`config.mk`:
```
export PLATFORM = sky130hd
export DESIGN_NAME = dram_top
export DESIGN_NICKNAME = d
export VERILOG_FILES = /design/src/hdl/dram_pkg.sv /design/src/hdl/dram_arbiter.sv /design/src/hdl/dram_ctrl.sv /design/src/hdl/dram_top.sv /design/src/hdl/wb_dram_port.sv
export SDC_FILE = /design/constraint.sdc
export NUM_CORES = 1
export LEC_CHECK = 0
export ABC_AREA = 1
export BUFFER_PORTS_ARGS = -buffer_cell sky130_fd_sc_hd__buf_4
export CORE_MARGIN = 3
export CORE_UTILIZATION = 50
export DETAILED_ROUTE_END_ITERATION = 6
export GPL_TIMING_DRIVEN = 1
export HOLD_SLACK_MARGIN = 0.08
export PLACE_DENSITY = 0.84
export SLEW_MARGIN = 20
export SYNTH_ARGS = -nofsm -noshare
export SYNTH_HDL_FRONTEND = slang
export SYNTH_SLANG_ARGS = --single-unit
export TNS_END_PERCENT = 50
```
`constraint.sdc`:
```
create_clock -name fclk -period 5.6 [get_ports fclk]
set_clock_uncertainty 0.05 [all_clocks]
set_input_delay 1.12 -clock fclk [delete_from_list [all_inputs] [get_ports fclk]]
set_output_delay 1.12 -clock fclk [all_outputs]
set_load 0.01 [all_outputs]
```
`src/hdl/dram_pkg.sv`:
```
`default_nettype none

package dram_pkg;

	////////////////////
	// widths
	////////////////////

	localparam int RA_W   = 10;
	localparam int ADDR_W = 21;
	localparam int WORD_W = 16;

	// bit 20 bank, 19..10 row, 9..0 column
	typedef logic [ADDR_W-1:0] word_addr_t;
	// word address on top, lane bit at the bottom
	typedef logic [ADDR_W:0]   byte_addr_t;
	typedef logic [WORD_W-1:0] word_t;
	typedef logic [7:0]        byte_t;
	// [1] upper byte (ucas), [0] lower byte (lcas)
	typedef logic [1:0]        bsel_t;
	typedef logic [RA_W-1:0]   ra_t;

	////////////////////
	// slot phases
	////////////////////

	typedef logic [1:0] phase_t;

	localparam phase_t PH_C0 = 2'd0;
	localparam phase_t PH_C1 = 2'd1;
	localparam phase_t PH_C2 = 2'd2;
	localparam phase_t PH_C3 = 2'd3;

endpackage

`default_nettype wire

```
`src/hdl/dram_arbiter.sv`:
```
`timescale 1ns/1ps
`default_nettype none

module dram_arbiter import dram_pkg::*; (
	input  wire        fclk,
	input  wire        rst_n,

	input  wire        cpu_req,
	input  word_addr_t cpu_addr,
	input  wire        cpu_rnw,
	input  bsel_t      cpu_bsel,
	input  word_t      cpu_wrdata,

	input  wire        dma_req,
	input  word_addr_t dma_addr,
	input  wire        dma_rnw,
	input  bsel_t      dma_bsel,
	input  word_t      dma_wrdata,

	output logic       cpu_grant,
	output logic       dma_grant,

	output phase_t     phase,
	output logic       slot_valid,
	output logic       slot_owner,
	output word_addr_t slot_addr,
	output logic       slot_rnw,
	output bsel_t      slot_bsel,
	output word_t      slot_wrdata
);

	logic last_phase;

	// free running c0..c3
	always_ff @(posedge fclk or negedge rst_n) begin
		if (!rst_n)
			phase <= PH_C0;
		else
			phase <= phase + 2'd1;
	end

	assign last_phase = (phase == PH_C3);

	// cpu first, dma takes what is left
	assign cpu_grant = last_phase & cpu_req;
	assign dma_grant = last_phase & dma_req & ~cpu_req;

	// owner: 0 cpu, 1 dma
	always_ff @(posedge fclk or negedge rst_n) begin
		if (!rst_n) begin
			slot_valid <= 1'b0;
			slot_owner <= 1'b0;
		end else if (last_phase) begin
			slot_valid <= cpu_req | dma_req;
			slot_owner <= ~cpu_req;
		end
	end

	always_ff @(posedge fclk) begin
		if (last_phase) begin
			slot_addr   <= cpu_req ? cpu_addr   : dma_addr;
			slot_rnw    <= cpu_req ? cpu_rnw    : dma_rnw;
			slot_bsel   <= cpu_req ? cpu_bsel   : dma_bsel;
			slot_wrdata <= cpu_req ? cpu_wrdata : dma_wrdata;
		end
	end

endmodule

`default_nettype wire

```
`src/hdl/dram_ctrl.sv`:
```
`timescale 1ns/1ps
`default_nettype none

module dram_ctrl import dram_pkg::*; (
	input  wire        fclk,
	input  wire        rst_n,

	input  phase_t     phase,
	input  wire        slot_valid,
	input  wire        slot_owner,
	input  word_addr_t slot_addr,
	input  wire        slot_rnw,
	input  bsel_t      slot_bsel,
	input  word_t      slot_wrdata,

	output logic       cpu_done,
	output logic       dma_done,
	output word_t      rddata,

	output ra_t        dram_ra,
	output word_t      dram_wd,
	output logic       dram_wd_oe,
	input  word_t      dram_rd,
	output logic       rwe_n,
	output logic       rucas_n,
	output logic       rlcas_n,
	output logic       rras0_n,
	output logic       rras1_n
);

	logic bank;

	assign bank    = slot_addr[ADDR_W-1];
	assign dram_wd = slot_wrdata;

	// row stays up through the ras edge, column through the cas edge
	always_comb begin
		if (phase == PH_C0 || phase == PH_C1)
			dram_ra = slot_addr[2*RA_W-1:RA_W];
		else
			dram_ra = slot_addr[RA_W-1:0];
	end

	////////////////////
	// strobe sequencer
	////////////////////

	always_ff @(posedge fclk or negedge rst_n) begin
		if (!rst_n) begin
			rras0_n    <= 1'b1;
			rras1_n    <= 1'b1;
			rucas_n    <= 1'b1;
			rlcas_n    <= 1'b1;
			rwe_n      <= 1'b1;
			dram_wd_oe <= 1'b0;
			cpu_done   <= 1'b0;
			dma_done   <= 1'b0;
		end else begin
			cpu_done <= 1'b0;
			dma_done <= 1'b0;
			case (phase)
				PH_C0: if (slot_valid) begin
					rras0_n    <= bank;
					rras1_n    <= ~bank;
					dram_wd_oe <= ~slot_rnw;
				end
				PH_C1: if (slot_valid)
					rwe_n <= slot_rnw;
				// reads open both lanes
				PH_C2: if (slot_valid) begin
					rucas_n <= ~(slot_rnw | slot_bsel[1]);
					rlcas_n <= ~(slot_rnw | slot_bsel[0]);
				end
				PH_C3: begin
					rras0_n    <= 1'b1;
					rras1_n    <= 1'b1;
					rucas_n    <= 1'b1;
					rlcas_n    <= 1'b1;
					rwe_n      <= 1'b1;
					dram_wd_oe <= 1'b0;
					cpu_done   <= slot_valid & ~slot_owner;
					dma_done   <= slot_valid & slot_owner;
				end
			endcase
		end
	end

	// cas is low during c3, data settles before the edge
	always_ff @(posedge fclk) begin
		if (phase == PH_C3)
			rddata <= dram_rd;
	end

endmodule

`default_nettype wire

```
`src/hdl/dram_top.sv`:
```
`timescale 1ns/1ps
`default_nettype none

module dram_top import dram_pkg::*; (
	input  wire        fclk,
	input  wire        rst_n,

	// cpu, byte wide
	input  wire        cpu_cyc,
	input  wire        cpu_stb,
	input  wire        cpu_we,
	input  byte_addr_t cpu_adr,
	input  byte_t      cpu_dat_w,
	output byte_t      cpu_dat_r,
	output logic       cpu_ack,

	// dma, word wide
	input  wire        dma_cyc,
	input  wire        dma_stb,
	input  wire        dma_we,
	input  word_addr_t dma_adr,
	input  word_t      dma_dat_w,
	output word_t      dma_dat_r,
	output logic       dma_ack,

	// dram pins
	output ra_t        dram_ra,
	output word_t      dram_wd,
	output logic       dram_wd_oe,
	input  word_t      dram_rd,
	output logic       rwe_n,
	output logic       rucas_n,
	output logic       rlcas_n,
	output logic       rras0_n,
	output logic       rras1_n
);

	logic       cpu_req, cpu_rnw, cpu_grant, cpu_done;
	word_addr_t cpu_addr;
	bsel_t      cpu_bsel;
	word_t      cpu_wrdata;

	logic       dma_req, dma_rnw, dma_grant, dma_done;
	word_addr_t dma_addr;
	bsel_t      dma_bsel;
	word_t      dma_wrdata;

	phase_t     phase;
	logic       slot_valid, slot_owner, slot_rnw;
	word_addr_t slot_addr;
	bsel_t      slot_bsel;
	word_t      slot_wrdata;
	word_t      rddata;

	wb_dram_port #(.addr_t(byte_addr_t), .data_t(byte_t)) cpu_port (
		.fclk(fclk), .rst_n(rst_n),
		.cyc(cpu_cyc), .stb(cpu_stb), .we(cpu_we), .adr(cpu_adr),
		.dat_w(cpu_dat_w), .dat_r(cpu_dat_r), .ack(cpu_ack),
		.req(cpu_req), .req_addr(cpu_addr), .req_rnw(cpu_rnw),
		.req_bsel(cpu_bsel), .req_wrdata(cpu_wrdata),
		.grant(cpu_grant), .done(cpu_done), .rddata(rddata)
	);

	wb_dram_port #(.addr_t(word_addr_t), .data_t(word_t)) dma_port (
		.fclk(fclk), .rst_n(rst_n),
		.cyc(dma_cyc), .stb(dma_stb), .we(dma_we), .adr(dma_adr),
		.dat_w(dma_dat_w), .dat_r(dma_dat_r), .ack(dma_ack),
		.req(dma_req), .req_addr(dma_addr), .req_rnw(dma_rnw),
		.req_bsel(dma_bsel), .req_wrdata(dma_wrdata),
		.grant(dma_grant), .done(dma_done), .rddata(rddata)
	);

	////////////////////
	// slot arbiter
	////////////////////

	dram_arbiter dramarb (
		.fclk(fclk), .rst_n(rst_n),
		.cpu_req(cpu_req), .cpu_addr(cpu_addr), .cpu_rnw(cpu_rnw),
		.cpu_bsel(cpu_bsel), .cpu_wrdata(cpu_wrdata),
		.dma_req(dma_req), .dma_addr(dma_addr), .dma_rnw(dma_rnw),
		.dma_bsel(dma_bsel), .dma_wrdata(dma_wrdata),
		.cpu_grant(cpu_grant), .dma_grant(dma_grant),
		.phase(phase), .slot_valid(slot_valid), .slot_owner(slot_owner),
		.slot_addr(slot_addr), .slot_rnw(slot_rnw), .slot_bsel(slot_bsel),
		.slot_wrdata(slot_wrdata)
	);

	dram_ctrl dram (
		.fclk(fclk), .rst_n(rst_n),
		.phase(phase), .slot_valid(slot_valid), .slot_owner(slot_owner),
		.slot_addr(slot_addr), .slot_rnw(slot_rnw), .slot_bsel(slot_bsel),
		.slot_wrdata(slot_wrdata),
		.cpu_done(cpu_done), .dma_done(dma_done), .rddata(rddata),
		.dram_ra(dram_ra), .dram_wd(dram_wd), .dram_wd_oe(dram_wd_oe),
		.dram_rd(dram_rd), .rwe_n(rwe_n), .rucas_n(rucas_n), .rlcas_n(rlcas_n),
		.rras0_n(rras0_n), .rras1_n(rras1_n)
	);

endmodule

`default_nettype wire

```
`src/hdl/wb_dram_port.sv`:
```
`timescale 1ns/1ps
`default_nettype none

module wb_dram_port import dram_pkg::*; #(
	parameter type addr_t = word_addr_t,
	parameter type data_t = word_t
) (
	input  wire        fclk,
	input  wire        rst_n,

	input  wire        cyc,
	input  wire        stb,
	input  wire        we,
	input  addr_t      adr,
	input  data_t      dat_w,
	output data_t      dat_r,
	output logic       ack,

	output logic       req,
	output word_addr_t req_addr,
	output logic       req_rnw,
	output bsel_t      req_bsel,
	output word_t      req_wrdata,
	input  wire        grant,
	input  wire        done,
	input  word_t      rddata
);

	localparam bit BYTE_WIDE = ($bits(data_t) == 8);

	logic lane;
	logic lane_q;
	// granted, slot still running
	logic pend;

	// byte clients carry the lane in the lowest address bit
	assign lane = BYTE_WIDE ? adr[0] : 1'b0;

	// master holds its fields until ack
	assign req        = cyc & stb & ~pend & ~ack;
	assign req_addr   = word_addr_t'(adr >> (BYTE_WIDE ? 1 : 0));
	assign req_rnw    = ~we;
	assign req_wrdata = word_t'({2{dat_w}});
	assign req_bsel   = BYTE_WIDE ? (lane ? 2'b10 : 2'b01) : 2'b11;

	always_ff @(posedge fclk or negedge rst_n) begin
		if (!rst_n) begin
			pend <= 1'b0;
			ack  <= 1'b0;
		end else begin
			ack <= 1'b0;
			if (grant) begin
				pend <= 1'b1;
			end else if (done) begin
				pend <= 1'b0;
				ack  <= 1'b1;
			end
		end
	end

	// lane kept from grant to steer the returned word
	always_ff @(posedge fclk) begin
		if (grant)
			lane_q <= lane;
		if (done)
			dat_r <= data_t'(rddata >> (lane_q ? 8 : 0));
	end

endmodule

`default_nettype wire

```
==> results of run 1 <==
per-layer routing:
layer / track usage / vias up
met2: 0.3239 / 125
met1: 0.2358 / 1234
met3: 0.04888 / 8
met5: 0 / -
li1: - / 1368
met4: 0.06859 / 0
flip-flops by register name, indices dropped and copies added (netlist names), 2 cells and up:
signal / count
dramarb.slot_addr: 21
dma_port.dat_r: 16
dram.rddata: 16
dramarb.slot_wrdata: 16
cpu_port.dat_r: 8
dramarb.phase: 2
dramarb.slot_bsel: 2
worst max-delay path: stages, from the launching register on:
cell	delay (ns)
dfrtp_1	0.40
inv_1	0.09
ha_1	0.35
nor2_2	0.42
nand2_1	0.12
nand2_1	0.09
buf_4	0.11
layout by cell type, fill, tap and decap left out, types with 2 or more instances in the layout:
cell type / count
inv_1: 11
clkinvlp_4: 2
nor3_1: 3
or2_1: 2
ha_1: 3
o21ai_2: 2
edfxtp_1: 81
clkinv_4: 2
mux2_2: 8
nor2_1: 17
clkbuf_8: 9
dfstp_2: 5
dfrtp_1: 11
nand2_1: 147
o21ai_0: 12
buf_4: 149
nand2_2: 2
report_power, final:
group / total (mW) / switching [mW] / leakage, nW / internal, mW
logic: 0.0910 / 0.0324 / 1.33 / 0.0587
clock network: 0.432 / 0.227 / 0.0929 / 0.205
registers: 0.795 / 0.00500 / 0.909 / 0.790
cell type report:
class / instances / area (um^2)
Clock buffer: 9 / 123.9
Clock inverter: 7 / 71.32
Fill cell: 534 / 2165
Inverter: 12 / 45.04
Multi-Input combinational cell: 203 / 922.1
Sequential cell: 97 / 2839
Tap cell: 99 / 123.9
Timing Repair Buffer: 149 / 1119
kinds of logic (layout without fill, tap and decap cells):
family / Yosys count / after routing
flops: 97 / 97
mux: 8 / 8
compound gates: 16 / 16
fa+ha+maj: 4 / 4
simple gates: 175 / 175
buf+inv: 23 / 177
per-stage QoR:
| step | hold WS [ns] | total power [mW] |
|---|---|---|
| global route | 0.4147 | 1.371 |
| detailed placement | 0.3830 | 0.9034 |
| finish | 0.4009 | 1.318 |
| global placement | 0.3719 | 0.8997 |
| CTS | 0.3992 | 1.331 |
| floorplan | 0.3704 | 0.8343 |
worst min path at each step:
stage / startpoint / end / slack [ns] / cells after the start
after floorplan: dram.rddata[10] / dma_port.dat_r[10] / 0.37 / 0
after global placement: dram.rddata[10] / dma_port.dat_r[10] / 0.37 / 0
after detailed placement: dram.rddata[8] / dma_port.dat_r[8] / 0.38 / 0
after CTS: dram.rddata[2] / dma_port.dat_r[2] / 0.40 / 0
after global routing: dram.rddata[9] / dma_port.dat_r[9] / 0.41 / 0
final: dram.rddata[9] / dma_port.dat_r[9] / 0.40 / 0
==> metrics.txt, run 1 <==
outcome=complete, no violations; Least-Margin Pin Slew=0.7128 ns; antenna cell count=0; Final WS setup=2.493 ns; Worst R2R Path Depth=4; Startpoint Class=register; dominant cells by area after synthesis=edfxtp_1, nand2_1, dfrtp_1; CP arrival=slightly below 2 ns; Final setup viols=0; Root Driver=clkbuf_8; syn_area_per_cell=12.07 um^2; Critical Path End=dram_ra[7]; post-CTS setup buffer count=0; Most used DFF post-synth=edfxtp_1; largest family of logic cells by synthesized area=simple AND/OR/NAND/NOR gates; die width=94.32 um; pin count of the biggest net entering global routing=between 40 and 50; total grt overflow=0; final cycle utilization of the critical path=0.5549; most frequent cell after synthesis=nand2_1; clk buf depth=2; vias=2735; Residual DRC=0; Worst Setup SP=dramarb.phase[0]; Yosys warning count=0; R2R Setup Slk=3.61 ns; Clk Latency, worst-skew pair=about 0.35 ns; post-synthesis mux area share=0.02310; Nets=567; Mapped Cells=323; EDFF count, synth=81; PD cells=251.4 nW/um^2; # resized after CTS=0; first-pass GRT wire length=12.67 mm; cell count after placement=560; Overall Global Routing Usage=0.1904; Post-Syn Area=just under 4000 um^2; Core Area=~7400 um^2; DP Worst Slack=2.868 ns; Non-Filler Instances=576; Synth area leader=edfxtp_1; commonest cells in the netlist=nand2_1, edfxtp_1, nor2_1; sequential-to-total area share from yosys stat=0.7279; leakage=roughly 2.3 nW; vias in the first global route=between 2000 and 3000; design area=5244 um^2; max-cap viol count=0; simple-gate area share of the yosys netlist=0.1768; RePlAce Congestion=about 0.82; Final ANT Viol Nets=0; Area Overhead vs Synth=34.46%; CTS Hold Buffers Added=0; Setup Crit Path Kind=register to output port; Starting Density=0.5264; Slew HR=0.5237; reg-to-reg critical path startpoint=dramarb.phase[0]; share of cells above drive strength 1=0.3899; post-synthesis adder-cell area fraction=0.01283; ys async rst share=0.1649; DR iter-0 viols=~100; dpl hpwl=6.163 mm; Crit path required time=4.43 ns; Distinct cells, synth=25; critical path peak fanout=13; Worst-path clk slew=0.09 ns; port bufs=148; FP Rows=31; final hold viol count=0; IO Pins=149; FF+latch count, synth=97; r2r endpoint=dram.rwe_n; Setup TNS=0 ns; unrepaired setup endpoints after global routing=no; clock period minus worst slack=3.107 ns; initial antenna violation count=0; Peak Freq=0.3218 GHz; H-tree depth=3; met3 WL=825 um; worst hold path type=register to register; Synth Area in Compound Gates=0.02310; Syn Nets=418; met2 WL=roughly 3.9 mm; Crit. End Element=output port; Placement Cell Area=between 5000 and 6000 um^2; top cell type's share of synthesized area=0.6237; Die Area=8895 um^2; Final Util=0.7078; CTS tree=done; peak supply drop=between 0.1 and 0.15 mV; Die Y=94.32 um; Final Slew Violations=0; Post-Route M1 WL=between 3 and 4 mm; CTS buffer count=9; uppermost routed layer=met4; First-pass DRT Iterations=4; total clock sinks=between 90 and 100; XOR/XNOR share of the synthesized area=0; Wirelength per Cell=about 14 um; vias per cell=4.748; drt total wl=8.087 mm
Power figures use the tool's default switching activity.
==> run 2, diff against run 1 <==
Settings changed: CORE_UTILIZATION 50 to 44, PLACE_DENSITY 0.84 to 0.79.
Clock period 5.6 ns to 2.6 ns, I/O delays scaled along.
==> run 2 against run 1 <==
  * Worst hold slack got worse by 0.12 ns
  * Die area is 13% higher
  * Routed wire length rose by 4.4%
  * Non-clock buffer count rose by 3
  * Largest cell class unchanged
==> metrics.txt, run 2 (synthesis results as in run 1) <==
outcome=complete, no violations; first-pass GRT wire length=approximately 13 mm; vias in the first global route=2773; leakage=2.343 nW; First-pass DRT Iterations=4; Root Driver=clkbuf_8; max-cap viol count=0; Startpoint Class=register; Area Overhead vs Synth=35.07%; critical path peak fanout=13; Crit. End Element=output port; CTS tree=done; port bufs=between 100 and 150; RePlAce Congestion=0.8975; post-CTS setup buffer count=0; antenna cell count=0; final hold viol count=0; Largest Register=dramarb.slot_addr; share of cells above drive strength 1=0.3938; Peak Freq=0.4111 GHz; DR iter-0 viols=78; total grt overflow=0; clk buf depth=2; CTS buffer count=9; Setup Crit Path Kind=register to output port; Residual DRC=0; Final setup viols=0; most frequent cells in the layout=buf_4, nand2_1, edfxtp_1; WHS=0.2840 ns; Overall Global Routing Usage=0.1725; FP Rows=33; Die Y=100.1 um; Final ANT Viol Nets=0; final cycle utilization of the critical path=0.9355; sequential cell area=~2800 um^2; CTS Hold Buffers Added=1; Crit path required time=2.03 ns; unrepaired setup endpoints after global routing=no; Die Area=10030 um^2; PD cells=534.5 nW/um^2; worst hold path type=input port to register; IO Pins=149; Final Slew Violations=0; Nets=570; Wirelength per Cell=between 10 and 15 um; vias per cell=roughly 4.8; max reg flops=21; initial antenna violation count=0; H-tree depth=3; drt total wl=8.445 mm; total clock sinks=97; Core Area=~8400 um^2; Starting Density=0.4630; dpl hpwl=about 6.5 mm; most common cell after layout, fill and taps aside=buf_4; Worst-path clk slew=0.10 ns; # resized after CTS=0; Slew HR=0.5198; Multi-input gate area=922.1 um^2; clock period minus worst slack=2.432 ns; CP arrival=between 1.5 and 2 ns; fillers=677; Least-Margin Pin Slew=about 0.72 ns; peak supply drop=0.2442 mV; pin count of the biggest net entering global routing=between 40 and 50; Clk Latency, worst-skew pair=0.36 ns; Setup TNS=0 ns; vias=2780; die width=100.1 um
run 2: power by group:
group	switching, mW	internal, mW
Sequential	0.0122	1.70
Combinational	0.0683	0.127
Clock	0.541	0.366
Total	0.621	2.19
run 2: final cells by class:
cell class	instances	share of cell area
flip-flops and latches	97	0.5390
multi-input cells	203	0.1751
clock buffers	9	0.02352
well taps	105	0.02494
inverters	12	0.008551
clock inverters	7	0.01188
repair buffers	152	0.2171
run 2: final timing paths:
check / from / end / slack [ns] / depth (start not counted)
worst max-delay path: dramarb.phase[0] / dram_ra[6] / 0.17 / 6
worst min-delay path: dram_rd[10] / dram.rddata[10] / 0.28 / 1
max in group asynchronous: rst_n / dram.rucas_n / 1.73 / 2
worst max register to register: dramarb.phase[1] / dramarb.slot_addr[20] / 0.83 / 2
worst min register to register: dram.rddata[13] / dma_port.dat_r[13] / 0.40 / 0
min in group asynchronous: rst_n / dram.dram_wd_oe / 0.51 / 2
run 2: layer usage:
metal	vias to the layer above	wire length (um)	global-route usage
met2	119	4037	0.2793
met4	0	172	0.06736
met5	-	0	0
met3	17	686	0.03961
met1	1268	3549	0.2272
li1	1376	-	-
run 2: worst max-delay path: stages, from the launching register on:
cell	delay [ns]
dfrtp_1	0.39
inv_1	0.08
ha_1	0.34
nor2_2	0.37
nand2_1	0.11
nand2_1	0.10
buf_4	0.13
run 2: metrics by stage:
| stage | total power, mW | cell area [um^2] | worst slack (ns) | util | cells |
|---|---|---|---|---|---|
| after floorplan | 1.797 | 3902 | 0.5681 | - | 323 |
| after global placement | 1.939 | 5071 | 0.6386 | 0.6021 | 568 |
| after detailed placement | 1.946 | 5071 | 0.5653 | 0.6021 | 568 |
| after CTS | 2.842 | 5268 | 0.1681 | 0.6254 | 585 |
| after global routing | 2.927 | 5268 | 0.02052 | 0.6254 | 585 |
| final | 2.816 | 5268 | 0.1678 | 0.6254 | 585 |
==> run 3, diff against run 2 <==
Settings changed: ABC_AREA 1 to default.
==> run 3 against run 2 <==
  * Non-clock buffer count up 1
  * Register-to-register slack better by 0.12 ns
  * Final cell count down 6.2%
  * Final area up 0.97%
  * Combinational power up 46%
  * Area after synthesis down 0.48%
  * Clock power up 1%
  * Die area down 0.45%
  * Worst setup slack worse by 0.035 ns
  * Worst hold slack better by 0.0020 ns
  * Critical endpoint is now dram_ra[1]
  * Largest power group unchanged
==> metrics.txt, run 3 <==
pin count of the biggest net entering global routing=40; commonest cells in the netlist=nand2_1, edfxtp_1, dfrtp_1; clock period minus worst slack=2.467 ns; most frequent cell after synthesis=nand2_1; antenna cell count=0; Wirelength per Cell=around 16 um; CP arrival=between 1.5 and 2 ns; vias in the first global route=between 2000 and 3000; post-synthesis adder-cell area fraction=0.01289; XOR/XNOR share of the synthesized area=0; syn_area_per_cell=13.62 um^2; Die Area=9984 um^2; PD cells=~560 nW/um^2; dominant cells by area after synthesis=edfxtp_1, nand2_1, dfrtp_1; first-pass GRT wire length=13.30 mm; FP Rows=33; Worst-path clk slew=0.10 ns; clk buf depth=2; post-CTS setup buffer count=0; Final setup viols=0; sequential-to-total area share from yosys stat=0.7315; die width=between 90 and 100 um; total grt overflow=0; Int Power=2.265 mW; simple-gate area share of the yosys netlist=0.1435; Flop pwr share=0.594; clock network power share=0.310; CTS buffer count=9; total clock sinks=between 90 and 100; Synth Area in Compound Gates=0.02418; total power=2.964 mW; WHS=~0.29 ns; peak supply drop=~0.26 mV; Synth area leader=edfxtp_1; Clk Latency, worst-skew pair=0.35 ns; Yosys warning count=0; Core Area=8382 um^2; Starting Density=0.4631; drt total wl=8.619 mm; top cell type's share of synthesized area=0.6267; sw power=699.1 uW; reg-to-reg critical path startpoint=cpu_port.pend; DR iter-0 viols=114; dpl hpwl=6.219 mm; Peak Freq=0.4053 GHz; Root Driver=clkbuf_8; Syn Nets=380; Nets=534; Most used DFF post-synth=edfxtp_1; Post-Syn Area=3881 um^2; H-tree depth=3; EDFF count, synth=81; most common cell after layout, fill and taps aside=buf_4; outcome=complete, no violations; IO Pins=149; post-synthesis mux area share=0.06447; Min-Delay Endpoint=dram.rddata[9]; initial antenna violation count=0; Setup Crit Path Kind=register to output port; most frequent cells in the layout=buf_4, nand2_1, edfxtp_1; Startpoint Class=register; RePlAce Congestion=slightly below 0.8; critical path peak fanout=5; share of cells above drive strength 1=0.4459; Worst R2R Path Depth=4; fillers=634; final hold viol count=0; largest family of logic cells by synthesized area=simple AND/OR/NAND/NOR gates; ys async rst share=0.1649; max-cap viol count=0; CTS tree=done; Setup TNS=0 ns; Comb pwr share=0.097; final cycle utilization of the critical path=0.9489; Distinct cells, synth=32; hold path cells=1; vias=approximately 2700; Slew HR=0.5297; HP Start=dram_rd[9]; unrepaired setup endpoints after global routing=no; First-pass DRT Iterations=4; Final Slew Violations=0; max reg flops=21; sw frac=0.2359; Final ANT Viol Nets=0; vias per cell=roughly 4.9; Crit path required time=about 2.0 ns; worst hold path type=input port to register; FF+latch count, synth=97; Mapped Cells=285; leakage=between 2 and 2.5 nW; R2R Setup Slk=0.95 ns; Overall Global Routing Usage=0.1754; Residual DRC=0; Crit. End Element=output port; Largest Register=dramarb.slot_addr; port bufs=148; Least-Margin Pin Slew=0.7054 ns; Final Util=0.6346; r2r endpoint=cpu_port.lane_q; Placement Cell Area=a little over 5000 um^2; design area=5319 um^2; Area Overhead vs Synth=37.04%; Die Y=roughly 100 um
[run 3: repair_timing]
item,4_1_cts,5_1_grt
resized for setup,0,1
endpoints found under the hold margin,11,0
hold buffers,1,0
endpoints found under the setup margin,0,10
[run 3: worst max-delay path by stage]
| stage | endpoint | slack, ns | start |
|---|---|---|---|
| floorplan | cpu_port.lane_q | 0.56 | dramarb.phase[0] |
| global placement | dram_ra[1] | 0.49 | dramarb.phase[0] |
| detailed placement | dram_ra[1] | 0.43 | dramarb.phase[0] |
| CTS | dram_ra[8] | 0.03 | dramarb.phase[0] |
| global route | dram_ra[1] | 0.04 | dramarb.phase[1] |
| finish | dram_ra[1] | 0.13 | dramarb.phase[1] |
[run 3: cell type report]
| class | instances | area (um^2) | area share |
|---|---|---|---|
| clock buffers | 9 | 123.9 | 0.02329 |
| inverters | 7 | 26.28 | 0.004940 |
| well taps | 105 | 131.4 | 0.02470 |
| multi-input cells | 171 | 972.2 | 0.1828 |
| clock inverters | 7 | 62.56 | 0.01176 |
| flip-flops and latches | 97 | 2839 | 0.5338 |
| repair buffers | 153 | 1164 | 0.2188 |
[run 3: critical path, cell delays in order, from the launching register on]
cell and delay [ns]:
dfrtp_1 0.39, inv_1 0.08, ha_1 0.33, nor2_4 0.28, mux2_4 0.33, buf_4 0.14
[run 3: power groups by stage]
stage / clock network [mW] / registers (mW) / logic [mW]
after global routing: 1.01 / 1.76 / 0.322
after floorplan: 0 / 1.80 / 0.105
after detailed placement: 0 / 1.79 / 0.288
after CTS: 0.939 / 1.76 / 0.290
final: 0.918 / 1.76 / 0.287
after global placement: 0 / 1.79 / 0.280
[run 3: kinds of logic after synthesis]
kind of cell,count (synthesis)
mux,19
simple gates,132
fa+ha+maj,4
buf+inv,18
compound gates,15
flops,97
[run 3: per-layer routing]
| metal | up-vias | wire, um | track usage |
|---|---|---|---|
| met5 | - | 0 | 0 |
| met2 | 116 | 4387 | 0.2966 |
| met1 | 1239 | 3395 | 0.2119 |
| li1 | 1293 | - | - |
| met4 | 0 | 180 | 0.07458 |
| met3 | 16 | 656 | 0.04726 |
[run 3: stage by stage]
stage                     setup slack [ns]  cells
after floorplan                     0.5644    285
after global placement              0.4890    531
after detailed placement            0.4326    531
after CTS                          0.02690    548
after global routing               0.03918    549
final                               0.1328    549
